$ cat src/hdl/keypad_settings.svh
`ifndef KEYPAD_SETTINGS_SVH
`define KEYPAD_SETTINGS_SVH

// cycles a coordinate must hold still before it counts.
`define DEBOUNCE_CYCLES 4

// key events waiting between decoder and entry.
`define EVENT_DEPTH 4

// most digits accepted before confirm.
`define ENTRY_DIGITS 4

// prescaler width, one digit slot per 2**bits cycles.
`define SCAN_DIV_BITS 2

`endif

$ cat src/hdl/keypad_pkg.sv
package keypad_pkg;

    typedef enum logic [2:0] {
        KEY_NONE      = 3'd0,
        KEY_DIGIT     = 3'd1,
        KEY_BACKSPACE = 3'd2, // "*".
        KEY_ENTER     = 3'd3, // "#".
        KEY_PAUSE     = 3'd4  // "A".
    } key_kind_e;

    typedef struct packed {
        key_kind_e  kind;
        logic [3:0] digit; // valid for KEY_DIGIT only.
    } key_event_t;

    // index 0 is the least significant digit.
    typedef logic [3:0][3:0] bcd4_t;

    typedef struct packed {
        bcd4_t      digits;
        logic [2:0] count;
        logic       paused;
    } entry_state_t;

    typedef struct packed {
        logic        strobe;
        logic [13:0] value; // up to 9999.
    } confirmed_t;

endpackage

$ cat src/hdl/bus_pkg.sv
package bus_pkg;

    typedef struct packed {
        logic        awvalid;
        logic [3:0]  awaddr;
        logic        wvalid;
        logic [31:0] wdata;
        logic        bready;
        logic        arvalid;
        logic [3:0]  araddr;
        logic        rready;
    } axil_req_t;

    typedef struct packed {
        logic        awready;
        logic        wready;
        logic        arready;
        logic        bvalid;
        logic        rvalid;
        logic [31:0] rdata;
    } axil_rsp_t;

    localparam logic [3:0] STATUS_ADDR  = 4'h0;
    localparam logic [3:0] VALUE_ADDR   = 4'h4;
    localparam logic [3:0] DISPLAY_ADDR = 4'h8;

endpackage

$ cat src/hdl/key_decoder.sv
`timescale 1ns/1ps
`include "keypad_settings.svh"

module key_decoder (
    input  logic                   clk,
    input  logic                   rst_n,
    input  logic [7:0]             key_coord,  // {row, column}, active low.
    output logic                   push,
    output keypad_pkg::key_event_t push_event
);

    localparam int DEBOUNCE = `DEBOUNCE_CYCLES;
    localparam int CNT_W = $clog2(DEBOUNCE + 1);
    localparam logic [7:0] IDLE = 8'hff;

    logic [7:0]       last_coord;
    logic [CNT_W-1:0] stable_cnt;
    logic             armed;
    logic             settled;
    keypad_pkg::key_event_t decoded;

    // sixteen keypad positions, B C D fall through to none.
    always_comb begin
        decoded.kind = keypad_pkg::KEY_DIGIT;
        decoded.digit = 4'h0;
        case (last_coord)
            8'b0111_1101: decoded.digit = 4'd0;
            8'b1110_1110: decoded.digit = 4'd1;
            8'b1110_1101: decoded.digit = 4'd2;
            8'b1110_1011: decoded.digit = 4'd3;
            8'b1101_1110: decoded.digit = 4'd4;
            8'b1101_1101: decoded.digit = 4'd5;
            8'b1101_1011: decoded.digit = 4'd6;
            8'b1011_1110: decoded.digit = 4'd7;
            8'b1011_1101: decoded.digit = 4'd8;
            8'b1011_1011: decoded.digit = 4'd9;
            8'b0111_1110: decoded.kind = keypad_pkg::KEY_BACKSPACE;
            8'b0111_1011: decoded.kind = keypad_pkg::KEY_ENTER;
            8'b1110_0111: decoded.kind = keypad_pkg::KEY_PAUSE;
            default:      decoded.kind = keypad_pkg::KEY_NONE;
        endcase
    end

    assign settled = (key_coord == last_coord) && (stable_cnt == CNT_W'(DEBOUNCE - 1));

    always_ff @(posedge clk or negedge rst_n) begin
        if (!rst_n) begin
            last_coord <= IDLE;
            stable_cnt <= '0;
            armed      <= 1'b1;
            push       <= 1'b0;
        end else begin
            push <= 1'b0;
            if (key_coord != last_coord) begin
                last_coord <= key_coord;
                stable_cnt <= '0; // restart on any change.
            end else if (stable_cnt != CNT_W'(DEBOUNCE)) begin
                stable_cnt <= stable_cnt + 1'b1;
            end
            if (settled) begin
                if (last_coord == IDLE) begin
                    armed <= 1'b1; // released long enough.
                end else if (armed) begin
                    armed <= 1'b0;
                    push  <= (decoded.kind != keypad_pkg::KEY_NONE);
                end
            end
        end
    end

    always_ff @(posedge clk) begin
        if (settled) push_event <= decoded;
    end

endmodule

$ cat src/hdl/event_buffer.sv
`timescale 1ns/1ps

module event_buffer #(
    parameter type payload_t = logic,
    parameter int  depth     = 4
) (
    input  logic     clk,
    input  logic     rst_n,
    input  logic     push,
    input  payload_t push_data,
    input  logic     pop,
    output logic     not_empty,
    output payload_t head
);

    localparam int PTR_W = (depth > 1) ? $clog2(depth) : 1;
    localparam int CNT_W = $clog2(depth + 1);

    payload_t          mem [depth];
    logic [PTR_W-1:0]  wr_ptr;
    logic [PTR_W-1:0]  rd_ptr;
    logic [CNT_W-1:0]  count;
    logic              do_push;
    logic              do_pop;

    assign do_push   = push && (count != CNT_W'(depth)); // full drops the event.
    assign do_pop    = pop && (count != '0);
    assign not_empty = (count != '0);
    assign head      = mem[rd_ptr];

    always_ff @(posedge clk or negedge rst_n) begin
        if (!rst_n) begin
            wr_ptr <= '0;
            rd_ptr <= '0;
            count  <= '0;
        end else begin
            if (do_push) begin
                wr_ptr <= (wr_ptr == PTR_W'(depth - 1)) ? '0 : wr_ptr + 1'b1;
            end
            if (do_pop) begin
                rd_ptr <= (rd_ptr == PTR_W'(depth - 1)) ? '0 : rd_ptr + 1'b1;
            end
            if (do_push && !do_pop) count <= count + 1'b1;
            else if (do_pop && !do_push) count <= count - 1'b1;
        end
    end

    always_ff @(posedge clk) begin
        if (do_push) mem[wr_ptr] <= push_data;
    end

endmodule

$ cat src/hdl/keypad_entry.sv
`timescale 1ns/1ps
`include "keypad_settings.svh"

module keypad_entry (
    input  logic                     clk,
    input  logic                     rst_n,
    input  logic                     not_empty,
    input  keypad_pkg::key_event_t   head,
    output logic                     pop,
    output keypad_pkg::entry_state_t state,
    output keypad_pkg::confirmed_t   confirmed,
    output logic                     cpu_pause,
    output logic                     cpu_resume
);

    keypad_pkg::bcd4_t digits;
    logic [2:0]        count;
    logic              paused;
    logic              strobe;
    logic [13:0]       value;

    // decimal digits to binary, most significant first.
    function automatic logic [13:0] bcd_to_bin(input keypad_pkg::bcd4_t d);
        logic [13:0] acc;
        acc = '0;
        for (int i = 3; i >= 0; i--) begin
            acc = acc * 14'd10 + {10'b0, d[i]};
        end
        return acc;
    endfunction

    assign pop = not_empty; // one event per cycle.

    always_ff @(posedge clk or negedge rst_n) begin
        if (!rst_n) begin
            digits     <= '0;
            count      <= '0;
            paused     <= 1'b0;
            strobe     <= 1'b0;
            cpu_pause  <= 1'b0;
            cpu_resume <= 1'b0;
        end else begin
            strobe     <= 1'b0;
            cpu_pause  <= 1'b0;
            cpu_resume <= 1'b0;
            if (pop) begin
                case (head.kind)
                    keypad_pkg::KEY_DIGIT: begin
                        if (count < 3'(`ENTRY_DIGITS)) begin
                            digits <= {digits[2:0], head.digit};
                            count  <= count + 1'b1;
                        end
                    end
                    keypad_pkg::KEY_BACKSPACE: begin
                        digits <= {4'h0, digits[3:1]};
                        if (count != '0) count <= count - 1'b1;
                    end
                    keypad_pkg::KEY_ENTER: begin
                        strobe <= 1'b1;
                        digits <= '0;
                        count  <= '0;
                    end
                    keypad_pkg::KEY_PAUSE: begin
                        paused     <= !paused;
                        cpu_pause  <= !paused;
                        cpu_resume <= paused;
                    end
                    default: ;
                endcase
            end
        end
    end

    // digits are zero when nothing was entered, so an empty confirm gives 0.
    always_ff @(posedge clk) begin
        if (pop && head.kind == keypad_pkg::KEY_ENTER) value <= bcd_to_bin(digits);
    end

    assign state.digits     = digits;
    assign state.count      = count;
    assign state.paused     = paused;
    assign confirmed.strobe = strobe;
    assign confirmed.value  = value;

endmodule

$ cat src/hdl/keypad_regs.sv
`timescale 1ns/1ps

module keypad_regs (
    input  logic                   clk,
    input  logic                   rst_n,
    input  bus_pkg::axil_req_t     bus_req,
    output bus_pkg::axil_rsp_t     bus_rsp,
    input  keypad_pkg::confirmed_t confirmed,
    input  logic                   paused,
    output keypad_pkg::bcd4_t      display_value
);

    logic        bvalid;
    logic        rvalid;
    logic [31:0] rdata;
    logic        value_valid;
    logic [13:0] value;
    logic        wr_fire;
    logic        rd_fire;
    logic [31:0] rd_mux;

    // address and data are taken together.
    assign wr_fire = bus_req.awvalid && bus_req.wvalid && !bvalid;
    assign rd_fire = bus_req.arvalid && !rvalid;

    always_comb begin
        case (bus_req.araddr)
            bus_pkg::STATUS_ADDR:  rd_mux = {30'b0, paused, value_valid};
            bus_pkg::VALUE_ADDR:   rd_mux = {18'b0, value};
            bus_pkg::DISPLAY_ADDR: rd_mux = {16'b0, display_value};
            default:               rd_mux = '0;
        endcase
    end

    always_ff @(posedge clk or negedge rst_n) begin
        if (!rst_n) begin
            bvalid        <= 1'b0;
            rvalid        <= 1'b0;
            value_valid   <= 1'b0;
            display_value <= '0;
        end else begin
            if (wr_fire) begin
                bvalid <= 1'b1;
                if (bus_req.awaddr == bus_pkg::DISPLAY_ADDR) begin
                    display_value <= bus_req.wdata[15:0];
                end
            end else if (bus_req.bready) begin
                bvalid <= 1'b0;
            end
            if (rd_fire) rvalid <= 1'b1;
            else if (bus_req.rready) rvalid <= 1'b0;
            // a new value beats the clear-on-read.
            if (confirmed.strobe) begin
                value_valid <= 1'b1;
            end else if (rd_fire && bus_req.araddr == bus_pkg::VALUE_ADDR) begin
                value_valid <= 1'b0;
            end
        end
    end

    always_ff @(posedge clk) begin
        if (rd_fire) rdata <= rd_mux;
        if (confirmed.strobe) value <= confirmed.value;
    end

    assign bus_rsp.awready = !bvalid;
    assign bus_rsp.wready  = !bvalid;
    assign bus_rsp.arready = !rvalid; // held off until r is taken.
    assign bus_rsp.bvalid  = bvalid;
    assign bus_rsp.rvalid  = rvalid;
    assign bus_rsp.rdata   = rdata;

endmodule

$ cat src/hdl/display_scan.sv
`timescale 1ns/1ps
`include "keypad_settings.svh"

module display_scan (
    input  logic                     clk,
    input  logic                     rst_n,
    input  keypad_pkg::entry_state_t state,
    input  keypad_pkg::bcd4_t        display_value,
    output logic [7:0]               seg_enable,  // active low, bit 7 is leftmost.
    output logic [3:0]               seg_digit
);

    logic [`SCAN_DIV_BITS-1:0] prescale;
    logic [2:0]                slot;
    logic [1:0]                idx;
    logic [3:0]                right_lit;
    logic                      lit;
    logic [3:0]                digit;

    // leading zeros go blank but the units digit always shows.
    always_comb begin
        right_lit[3] = (display_value[3] != 4'h0);
        for (int j = 2; j >= 1; j--) begin
            right_lit[j] = right_lit[j+1] || (display_value[j] != 4'h0);
        end
        right_lit[0] = 1'b1;
    end

    assign idx = ~slot[1:0]; // slot 0 and 4 show the top digit.

    always_comb begin
        if (!slot[2]) begin
            digit = state.digits[idx];
            lit   = ({1'b0, idx} < state.count); // only entered digits.
        end else begin
            digit = display_value[idx];
            lit   = right_lit[idx];
        end
    end

    always_ff @(posedge clk or negedge rst_n) begin
        if (!rst_n) begin
            prescale   <= '0;
            slot       <= '0;
            seg_enable <= 8'hff;
        end else begin
            prescale <= prescale + 1'b1;
            if (prescale == '1) slot <= slot + 1'b1;
            seg_enable <= lit ? ~(8'h80 >> slot) : 8'hff;
        end
    end

    always_ff @(posedge clk) begin
        seg_digit <= digit;
    end

endmodule

$ cat src/hdl/keypad_top.sv
`timescale 1ns/1ps
`include "keypad_settings.svh"

module keypad_top (
    input  logic               clk,
    input  logic               rst_n,
    input  logic [7:0]         key_coord,
    input  bus_pkg::axil_req_t bus_req,
    output bus_pkg::axil_rsp_t bus_rsp,
    output logic               cpu_pause,
    output logic               cpu_resume,
    output logic [7:0]         seg_enable,
    output logic [3:0]         seg_digit
);

    logic                     push;
    keypad_pkg::key_event_t   push_event;
    logic                     not_empty;
    logic                     pop;
    keypad_pkg::key_event_t   head;
    keypad_pkg::entry_state_t state;
    keypad_pkg::confirmed_t   confirmed;
    keypad_pkg::bcd4_t        display_value;

    key_decoder u_decoder (
        .clk        (clk),
        .rst_n      (rst_n),
        .key_coord  (key_coord),
        .push       (push),
        .push_event (push_event)
    );

    event_buffer #(
        .payload_t (keypad_pkg::key_event_t),
        .depth     (`EVENT_DEPTH)
    ) u_buffer (
        .clk       (clk),
        .rst_n     (rst_n),
        .push      (push),
        .push_data (push_event),
        .pop       (pop),
        .not_empty (not_empty),
        .head      (head)
    );

    keypad_entry u_entry (
        .clk        (clk),
        .rst_n      (rst_n),
        .not_empty  (not_empty),
        .head       (head),
        .pop        (pop),
        .state      (state),
        .confirmed  (confirmed),
        .cpu_pause  (cpu_pause),
        .cpu_resume (cpu_resume)
    );

    keypad_regs u_regs (
        .clk           (clk),
        .rst_n         (rst_n),
        .bus_req       (bus_req),
        .bus_rsp       (bus_rsp),
        .confirmed     (confirmed),
        .paused        (state.paused),
        .display_value (display_value)
    );

    display_scan u_scan (
        .clk           (clk),
        .rst_n         (rst_n),
        .state         (state),
        .display_value (display_value),
        .seg_enable    (seg_enable),
        .seg_digit     (seg_digit)
    );

endmodule

$ cat config.mk
export PLATFORM = sky130hd
export DESIGN_NAME = keypad_top
export DESIGN_NICKNAME = d
export VERILOG_FILES = /design/src/hdl/keypad_pkg.sv /design/src/hdl/bus_pkg.sv /design/src/hdl/key_decoder.sv /design/src/hdl/event_buffer.sv /design/src/hdl/keypad_entry.sv /design/src/hdl/keypad_regs.sv /design/src/hdl/display_scan.sv /design/src/hdl/keypad_top.sv
export VERILOG_INCLUDE_DIRS = /design/src /design/src/hdl
export SDC_FILE = /design/constraint.sdc
export NUM_CORES = 1
export LEC_CHECK = 0
export BUFFER_PORTS_ARGS = -buffer_cell sky130_fd_sc_hd__buf_2
export CELL_PAD_IN_SITES_DETAIL_PLACEMENT = 1
export CELL_PAD_IN_SITES_GLOBAL_PLACEMENT = 2
export CORE_MARGIN = 2
export CORE_UTILIZATION = 42
export CTS_CLUSTER_DIAMETER = 150
export DETAILED_ROUTE_END_ITERATION = 6
export PLACE_DENSITY = 0.89
export SYNTH_ARGS = -nofsm -noshare
export SYNTH_HDL_FRONTEND = slang
export SYNTH_SLANG_ARGS = --single-unit
$ cat constraint.sdc
create_clock -name clk -period 10.9 [get_ports clk]
set_input_delay 1.09 -clock clk [delete_from_list [all_inputs] [get_ports clk]]
set_output_delay 1.09 -clock clk [all_outputs]
set_load 0.005 [all_outputs]
==> metrics <==
post-synth top area share 27.50%; Routed wire per std cell 17.46 um; crit path DAT 6.87 ns; die width about 150 um; Iter 0 DRT Violations between 200 and 300; # Max-Cap Violations 0; complex-gate fraction of the synthesized area 9.906%; Setup Viol. Count Final 0; Layout area overhead 11.94%; CTS tree built; CP Max Fanout 11; drc violations 0; H-Tree Level Count 4; Pre-Repair DR Iteration Count 4; clk_lat worst skew 0.43 ns; post-synthesis mux area share 6.831%; Worst path slowest cell nor4b_1; share of layout cells above drive strength 1 a little over a fifth; diodes inserted 0; most used cell, CP ha_1; Post-Route Setup TNS 0 ns; Die ar. 0.02170 sq mm; Via Count 5740; min Tclk post-route 6.697 ns; worst hold margin 0.4147 ns; clk slew on worst S/H paths 0.07 ns; Reg2Reg Setup Slack 4.20 ns; final worst-path cycle share 61.44%; Post-CTS Setup Inserts 0; hold_buf cts 0; critical path cell sequence ha_1 > ha_1 > inv_1 > fa_1 > nor4b_1 > xnor2_1 > ha_1 > ha_1 > o21a_1 > a21o_1 > a21oi_1 > xor2_1 > xor2_1 > ha_1 > ha_1 > nor2b_1 > a221o_2 > a211oi_1 > or3b_1 > nor4_2 > xnor2_1 > xnor2_1; clk root buf clkbuf_16; Post-synth EDFFs 79; Cells after Synth approximately 730; crit path kind reg2reg; Synth Area in Adders 10.76%; all-layer global routing usage 18.06%; CP Buf/Inv Count 1; synth warn 0; Max transition margin 16.80%; leakage power 4.046 nW; main area contributors after synthesis edfxtp_1 (27%), dfrtp_1 (17%), ha_1 (9.1%); Routed Antenna Nets 0; commonest non-fill, non-tap cells in the layout edfxtp_1 (79), buf_2 (72), nand2_1 (65); vias in the first global route 6079; Clock Path Buffers 2; FP Rows 52; Seq cells post-synth 158; cell class contributing the biggest share of worst-path delay adder cells; Setup crit start kind register; pwr dens around 130 mW/mm^2; boundary pin count between 100 and 150; core area 0.02017 sq mm; DP HPWL 13.35 mm; layout net count 909; Hold Vio Cnt, Final 0; Slew Viols, Final 0; fmax 0.1493 GHz; initial antenna violation count 0; CTS resizes 0; Peak VDD IR 0.0001011 V; Placer Congestion 0.8365; worst hold path type reg2reg; vias per cell 5.380; largest family of logic cells by synthesized area simple AND/OR/NAND/NOR gates; Initial Util 42.77%; Num CTS Buffers 17; Critical Path RT 11.07 ns; worst slew pin tran 1.245 ns; ys async rst share 47.47%; Syn Area/Cell 11.85 sq um; wire length of the first global-routing pass 30.97 mm; RSZ-0062 raised after global routing no; commonest non-fill, non-tap cell in the layout edfxtp_1; fillers 2196; clk sinks about 160; Seq/Total Area, Yosys 50.43%; clk_skew 0.01057 ns; final total power 1.285 mW; GR Overflow Total 0; Primary FF master, synth edfxtp_1; Setup crit end kind register; Routed WL 18.63 mm; largest net degree at the start of global routing 76; Post-Synth XOR/XNOR Area 5.685%; # port buffers 73; status completed; count of cell types in the netlist 70; top cell type by total area after synthesis edfxtp_1; Cell Area, Synth approximately 0.0086 sq mm; die height between 100 and 150 um; slowest stage delay, CP 0.58 ns; Post-Synth Simple-Gate Area 11.50%
cell type report:
| class | instances | area [sq um] | share of cell area (%) |
|---|---|---|---|
| clock buffers | 18 | 429.2 | 4.444 |
| clock inverters | 14 | 106.4 | 1.101 |
| inverters | 30 | 112.6 | 1.166 |
| multi-input cells | 502 | 3938 | 40.77 |
| flip-flops and latches | 158 | 4350 | 45.05 |
| well taps | 270 | 337.8 | 3.498 |
| repair buffers | 75 | 382.9 | 3.965 |
worst paths after layout:
check | start | endpoint | cells past startpoint
setup / recovery | u_entry.state[19] | u_entry.value[13] | 22
hold / removal | u_entry.value[7] | u_regs.value[7] | 0
setup reg to reg | u_entry.state[19] | u_entry.value[13] | 22
hold reg to reg | u_entry.value[7] | u_regs.value[7] | 0
max in group asynchronous | rst_n | u_buffer.wr_ptr[0] | 1
min in group asynchronous | rst_n | u_regs.display_value[8] | 1
metrics by stage:
| stage | cells | util, % | area [sq um] | setup WS [ns] |
|---|---|---|---|---|
| 3_3_place_gp | 1035 | 45.19 | 9114 | 4.384 |
| 2_1_floorplan | 743 | - | 8683 | 4.904 |
| 4_1_cts | 1067 | 47.84 | 9649 | 4.220 |
| 3_5_place_dp | 1035 | 45.19 | 9114 | 4.281 |
| 5_1_grt | 1067 | 47.88 | 9657 | 3.771 |
| 6_report | 1067 | 47.88 | 9657 | 4.203 |
report_power, final:
group          leakage, nW  switching [mW]  total, mW  internal [mW]
Combinational         2.26          0.0387     0.0723         0.0336
Sequential            1.54          0.0203      0.667          0.647
Clock                0.249           0.252      0.546          0.294
routing by layer:
metal / share of wire [%] / GRT usage (%)
met3: 4.4 / 3.696
met4: 2.8 / 7.019
met5: 0 / 0
met1: 42 / 21.72
met2: 51 / 31.89
kinds of logic (layout without fill, tap and decap cells):
family          count (synthesis)  after routing
xor+xnor                       56             56
flops                         158            158
fa+ha+maj                      70             70
simple gates                  192            192
other cells                     1             16
buf+inv                        83            137
compound gates                129            129
mux                            39             39
flip-flops by register name (all words and copies together) (netlist names), 2 cells and up:
register and cells:
u_buffer.count 3, u_scan.seg_enable 8, u_buffer.rd_ptr 2, u_regs.rdata 16, u_scan.prescale 2, u_decoder.stable_cnt 3
u_scan.slot 3, u_regs.display_value 16, u_entry.count 3, u_buffer.wr_ptr 2, u_regs.value 14, u_decoder.last_coord 8
u_scan.seg_digit 4, u_buffer.mem 28, u_entry.state 16, u_entry.value 14, u_decoder.push_event 7
cells in the mapped netlist, drive strengths merged (9+ instances only):
| cell type | count |
|---|---|
| and2 | 11 |
| a22o | 14 |
| nand2 | 65 |
| nor3 | 20 |
| clkbuf | 23 |
| and3 | 12 |
| xnor2 | 31 |
| a21oi | 31 |
| nor2 | 32 |
| a21o | 14 |
| dfstp | 17 |
| buf | 30 |
| dfrtp | 58 |
| mux2 | 19 |
| mux4 | 14 |
| xor2 | 25 |
| o21ai | 32 |
| nor2b | 9 |
| ha | 63 |
| edfxtp | 79 |
| inv | 30 |
Note: power is estimated with default switching activity, not from simulation.
